<file path="config.mk">
export PLATFORM = sky130hd
export DESIGN_NAME = hazardUnit_flat
export DESIGN_NICKNAME = d
export VERILOG_FILES = /design/src/logic/rvPkg.sv /design/src/logic/hazardIf.sv /design/src/logic/hazardUnit.sv /design/src/flat_wrapper.sv
export VERILOG_INCLUDE_DIRS = /design/src /design/src/logic
export SDC_FILE = /design/constraint.sdc
export NUM_CORES = 1
export LEC_CHECK = 0
export ABC_AREA = 1
export BUFFER_PORTS_ARGS = -buffer_cell sky130_fd_sc_hd__buf_2
export CAP_MARGIN = 20
export CORE_MARGIN = 3
export CORE_UTILIZATION = 41
export DETAILED_ROUTE_END_ITERATION = 16
export PLACE_DENSITY = 0.88
export SLEW_MARGIN = 15
export SYNTH_ARGS = -nofsm -noshare
export SYNTH_HDL_FRONTEND = slang
export SYNTH_SLANG_ARGS = --single-unit
export TNS_END_PERCENT = 50
</file>
<file path="constraint.sdc">
create_clock -name vclk -period 1.54
set_input_delay 0.462 -clock vclk [all_inputs]
set_output_delay 0.462 -clock vclk [all_outputs]
set_load 0.02 [all_outputs]
</file>
<file path="src/logic/rvCfg.svh">
`ifndef RV_CFG_SVH
`define RV_CFG_SVH

// datapath and register file geometry
`define RV_XLEN         32
`define RV_REG_COUNT    32
`define RV_REG_ADDR_W   5

`define RV_RESET_PC     32'h0000_0000  // first fetch after reset

// base opcodes of the supported subset
`define RV_OP_LOAD      7'b0000011  // lw
`define RV_OP_STORE     7'b0100011  // sw
`define RV_OP_REG       7'b0110011  // add sub and or xor slt
`define RV_OP_IMM       7'b0010011  // addi andi ori xori slti
`define RV_OP_BRANCH    7'b1100011  // beq
`define RV_OP_JAL       7'b1101111
`define RV_OP_LUI       7'b0110111

`endif

</file>
<file path="src/logic/rvPkg.sv">
package rvPkg;

`include "rvCfg.svh"

    // R/I/S/B layout of an instruction word
    typedef struct packed {
        logic [6:0]                funct7;
        logic [`RV_REG_ADDR_W-1:0] rs2;
        logic [`RV_REG_ADDR_W-1:0] rs1;
        logic [2:0]                funct3;
        logic [`RV_REG_ADDR_W-1:0] rd;
        logic [6:0]                opcode;
    } regViewT;

    // U/J layout, lui and jal
    typedef struct packed {
        logic [19:0]               upperImm;
        logic [`RV_REG_ADDR_W-1:0] rd;
        logic [6:0]                opcode;
    } upperViewT;

    typedef union packed {
        regViewT   regView;
        upperViewT upperView;
    } instrT;

    typedef enum logic [2:0] {aluAdd, aluSub, aluAnd, aluOr, aluXor, aluSlt} aluOpT;

    typedef enum logic [2:0] {iImm, sImm, bImm, jImm, uImm} immSelT;

    typedef enum logic [1:0] {aluResult, memData, linkPc} resultSelT;

    typedef enum logic [1:0] {fromReg, fromWriteback, fromMemory} forwardSelT;

    // controls consumed in execute
    typedef struct packed {
        aluOpT aluOp;
        logic  zeroA;   // lui adds the immediate to zero
        logic  useImm;
        logic  branch;
        logic  jump;
    } execCtrlT;

endpackage

</file>
<file path="src/logic/hazardIf.sv">
`timescale 1ns/100ps
`include "rvCfg.svh"

interface hazardIf;
    import rvPkg::*;

    logic [`RV_REG_ADDR_W-1:0] rs1D, rs2D;
    logic [`RV_REG_ADDR_W-1:0] rs1E, rs2E;
    logic [`RV_REG_ADDR_W-1:0] rdE, rdM, rdW;
    logic                      loadE;
    logic                      regWriteM, regWriteW;
    logic                      pcSrcE;
    forwardSelT                forwardA, forwardB;
    logic                      stallF, stallD;
    logic                      flushD, flushE;

    modport pipe (output rs1D, rs2D, rs1E, rs2E, rdE, rdM, rdW,
                  input  forwardA, forwardB, stallF, stallD, flushD, flushE);

    modport ctrl (output loadE, regWriteM, regWriteW, pcSrcE);

    modport unit (input  rs1D, rs2D, rs1E, rs2E, rdE, rdM, rdW,
                  input  loadE, regWriteM, regWriteW, pcSrcE,
                  output forwardA, forwardB, stallF, stallD, flushD, flushE);

endinterface

</file>
<file path="src/logic/hazardUnit.sv">
`timescale 1ns/100ps
`include "rvCfg.svh"

module hazardUnit (
    hazardIf.unit haz
);
    import rvPkg::*;

    logic loadStall;

    // memory stage wins over writeback, x0 never forwarded
    function automatic forwardSelT pickSource(
        input logic [`RV_REG_ADDR_W-1:0] rs,
        input logic [`RV_REG_ADDR_W-1:0] rdM,
        input logic                      regWriteM,
        input logic [`RV_REG_ADDR_W-1:0] rdW,
        input logic                      regWriteW
    );
        if (rs == '0)
            return fromReg;
        if (regWriteM && rs == rdM)
            return fromMemory;
        if (regWriteW && rs == rdW)
            return fromWriteback;
        return fromReg;
    endfunction

    assign haz.forwardA = pickSource(haz.rs1E, haz.rdM, haz.regWriteM, haz.rdW, haz.regWriteW);
    assign haz.forwardB = pickSource(haz.rs2E, haz.rdM, haz.regWriteM, haz.rdW, haz.regWriteW);

    // load result is not ready until writeback
    assign loadStall = haz.loadE & ((haz.rs1D == haz.rdE) | (haz.rs2D == haz.rdE));

    assign haz.stallF = loadStall;
    assign haz.stallD = loadStall;
    assign haz.flushD = haz.pcSrcE;               // drop wrong-path fetch
    assign haz.flushE = loadStall | haz.pcSrcE;   // bubble or wrong-path decode

endmodule

</file>
<file path="src/flat_wrapper.sv">
// flat-port wrapper written by rule: the top's interface ports become plain ports
module hazardUnit_flat import rvPkg::*;
  (haz_rs1D, haz_rs2D, haz_rs1E, haz_rs2E, haz_rdE, haz_rdM, haz_rdW, haz_loadE, haz_regWriteM, haz_regWriteW, haz_pcSrcE, haz_forwardA, haz_forwardB, haz_stallF, haz_stallD, haz_flushD, haz_flushE);
  hazardIf haz_i ();
  input wire logic [$bits(haz_i.rs1D)-1:0] haz_rs1D;
  input wire logic [$bits(haz_i.rs2D)-1:0] haz_rs2D;
  input wire logic [$bits(haz_i.rs1E)-1:0] haz_rs1E;
  input wire logic [$bits(haz_i.rs2E)-1:0] haz_rs2E;
  input wire logic [$bits(haz_i.rdE)-1:0] haz_rdE;
  input wire logic [$bits(haz_i.rdM)-1:0] haz_rdM;
  input wire logic [$bits(haz_i.rdW)-1:0] haz_rdW;
  input wire logic [$bits(haz_i.loadE)-1:0] haz_loadE;
  input wire logic [$bits(haz_i.regWriteM)-1:0] haz_regWriteM;
  input wire logic [$bits(haz_i.regWriteW)-1:0] haz_regWriteW;
  input wire logic [$bits(haz_i.pcSrcE)-1:0] haz_pcSrcE;
  output wire logic [$bits(haz_i.forwardA)-1:0] haz_forwardA;
  output wire logic [$bits(haz_i.forwardB)-1:0] haz_forwardB;
  output wire logic [$bits(haz_i.stallF)-1:0] haz_stallF;
  output wire logic [$bits(haz_i.stallD)-1:0] haz_stallD;
  output wire logic [$bits(haz_i.flushD)-1:0] haz_flushD;
  output wire logic [$bits(haz_i.flushE)-1:0] haz_flushE;
  assign haz_i.rs1D = haz_rs1D;
  assign haz_i.rs2D = haz_rs2D;
  assign haz_i.rs1E = haz_rs1E;
  assign haz_i.rs2E = haz_rs2E;
  assign haz_i.rdE = haz_rdE;
  assign haz_i.rdM = haz_rdM;
  assign haz_i.rdW = haz_rdW;
  assign haz_i.loadE = haz_loadE;
  assign haz_i.regWriteM = haz_regWriteM;
  assign haz_i.regWriteW = haz_regWriteW;
  assign haz_i.pcSrcE = haz_pcSrcE;
  assign haz_forwardA = haz_i.forwardA;
  assign haz_forwardB = haz_i.forwardB;
  assign haz_stallF = haz_i.stallF;
  assign haz_stallD = haz_i.stallD;
  assign haz_flushD = haz_i.flushD;
  assign haz_flushE = haz_i.flushE;
  hazardUnit u_core (.haz(haz_i));
endmodule
</file>
==> out/qor.yml <==
portBuffers: 47
start_kind: "primary input"
layout_setup_ws_ns: -0.309
final_nets: 216
syn_to_final_growth_pct: 101
peakVddDrop_v: 0.000228
synth_largest_area_cell: "nand2_1"
die_h_um: 43.1
cp-startpoint: "haz_rdE[3]"
clock.fmax_ghz: 0.541
synthTopCellsByCount: "50 x nand2_1, 29 x inv_1, 16 x nor2_1"
seq_cell_count: 0
worst_setup_path_end_kind: "primary output"
wirelength_mm: 3.69
drt-pass1-iter-count: 4
ctsHoldBuffers: 0
worstSetupPathType: "in -> out"
synth.distinct_cells: 14
postRouteAntennaNets: 0
rsz0062_at_grt: "yes"
relSlewSlack_pct: 83.2
cp.required_ns: 1.08
synthAdderAreaFrac_pct: 0
crit_family: "simple AND/OR/NAND/NOR gates"
routed_via_density: 5.92
synth_xor_area_share_pct: 12.4
status: "finished, violations left"
max_stage_delay_ns: 0.16
synth_top_family_by_area: "simple AND/OR/NAND/NOR gates"
yosysMostFrequentCell: "nand2_1"
utilization_pct: 94.6
core_um2: 1200
finalInstanceArea_um2: 1140
hold_class: "in -> out"
crit_slowest_cell: "nor2_1"
grt_max_degree: 5
fin_cells: 189
leakagePower_uw: 0.000654
synthMuxAreaShare_pct: 0
synth_compound_area_share_pct: 6.21
drt-initial-drc-count: 99
routedWlPerCell_um: 19.5
cap_violations: 0
dp_hpwl_mm: 1.53
synth_seq_area_share_pct: 0
min_period_ns: 1.85
setup_viol: 7
slew_violations: 0
tightest_slew_ns: 0.249
regArea_um2: 0
min_from: "haz_pcSrcE"
grt_pass1_vias: 854
synth_nets: 165
yosysWarnings: 0
die_w_um: 43.1
synth.avg_cell_area_um2: 4.48
synthTopCellsByArea: "nand2_1 33%, inv_1 19%, xnor2_1 12%"
drive_above_1_share_pct: 54.9
path_cells: "buf_4 > inv_2 > nand2_1 > nand2_1 > nor2_1 > nand3_1 > nand2_1 > nand2_2 > nand2_2 > buf_6"
power-per-cell-area_nw_per_um2: 296
grt-ovfl-total: 0
crit_arrival_ns: 1.39
row_count: 12
gp_congestion: 0.830
grt.total_usage_pct: 23.1
fin_hold_ws_ns: 1.16
finalCritPeriodShare_pct: 120
syn-cell-area_um2: 564
place_inst: 187
routed-via-count: 1119
start_util_pct: 47.0
hold_viol: 0
nClkBuffers: 0
drc: 0
antenna_found_initial: 0
path_common_cell: "nand2_1"
yosys.area_share.simple_pct: 59.4
synth.top_cell.area_share_pct: 33.3
num_antenna_cells: 0
violations: "negative setup slack"
syn_inst: 126
io_pins: 47
place_area_um2: 822
crit_buf_inv: 3
die_area_um2: 1860
grt_pass1_wl_mm: 3.51
crit_fanout: 3
-- routing by layer --
metal / part of all wire [%] / up-vias / global-route usage, %
met2: 48 / 99 / 44.2
li1: - / 477 / -
met3: 10 / 40 / 0.847
met1: 33 / 503 / 28.4
met4: 8.8 / 0 / 2.41
met5: 0 / - / 0
-- placed cells by master, fill, tap and decap left out --
master    n
xnor2_2   5
buf_2    16
or2_0     1
a21oi_2   2
nand4_1   5
nand3_1   4
inv_1    10
nor2_1   11
buf_8     7
nor2_2    3
xnor2_1   3
o21ai_2   1
inv_4     4
o21ai_1   1
nand3_2   3
nand2_1  43
nor3_2    2
inv_2    15
buf_6    14
o21ai_0   1
buf_4    14
nor2_4    2
nand2_2   7
o22ai_2   1
-- final timing paths --
kind | to | slack, ns | cells after the start
worst max-delay path | haz_flushE | -0.31 | 10
worst min-delay path | haz_flushD | 1.16 | 2
-- logic make-up after synthesis --
group | count (synthesis)
simple gates | 81
compound gates | 6
xor+xnor | 8
buf+inv | 31
-- per-stage QoR --
stage | setup TNS [ns] | worst slack [ns] | total power, µW
6_report | -1.95 | -0.309 | 336
5_1_grt | -2.56 | -0.470 | 356
3_5_place_dp | -1.10 | -0.184 | 202
3_3_place_gp | -0.979 | -0.150 | 196
2_1_floorplan | -0.153 | -0.0883 | 111
4_1_cts | -0.857 | -0.140 | 240
-- cell type report --
type,instances,area (µm²)
multi-input cells,95,552
repair buffers,51,448
inverters,29,119
fillers,36,65.1
well taps,14,17.5
-- where the power goes --
| group | switching, µW | internal [µW] |
|---|---|---|
| combinational | 177 | 159 |
| clock | 0 | 0 |
| sequential | 0 | 0 |
-- repair_timing --
item	CTS	global route
resized for setup	41	60
setup buffers	2	0
setup endpoints to repair	7	7
pin swaps	25	43
(Power assumes the default switching activity.)
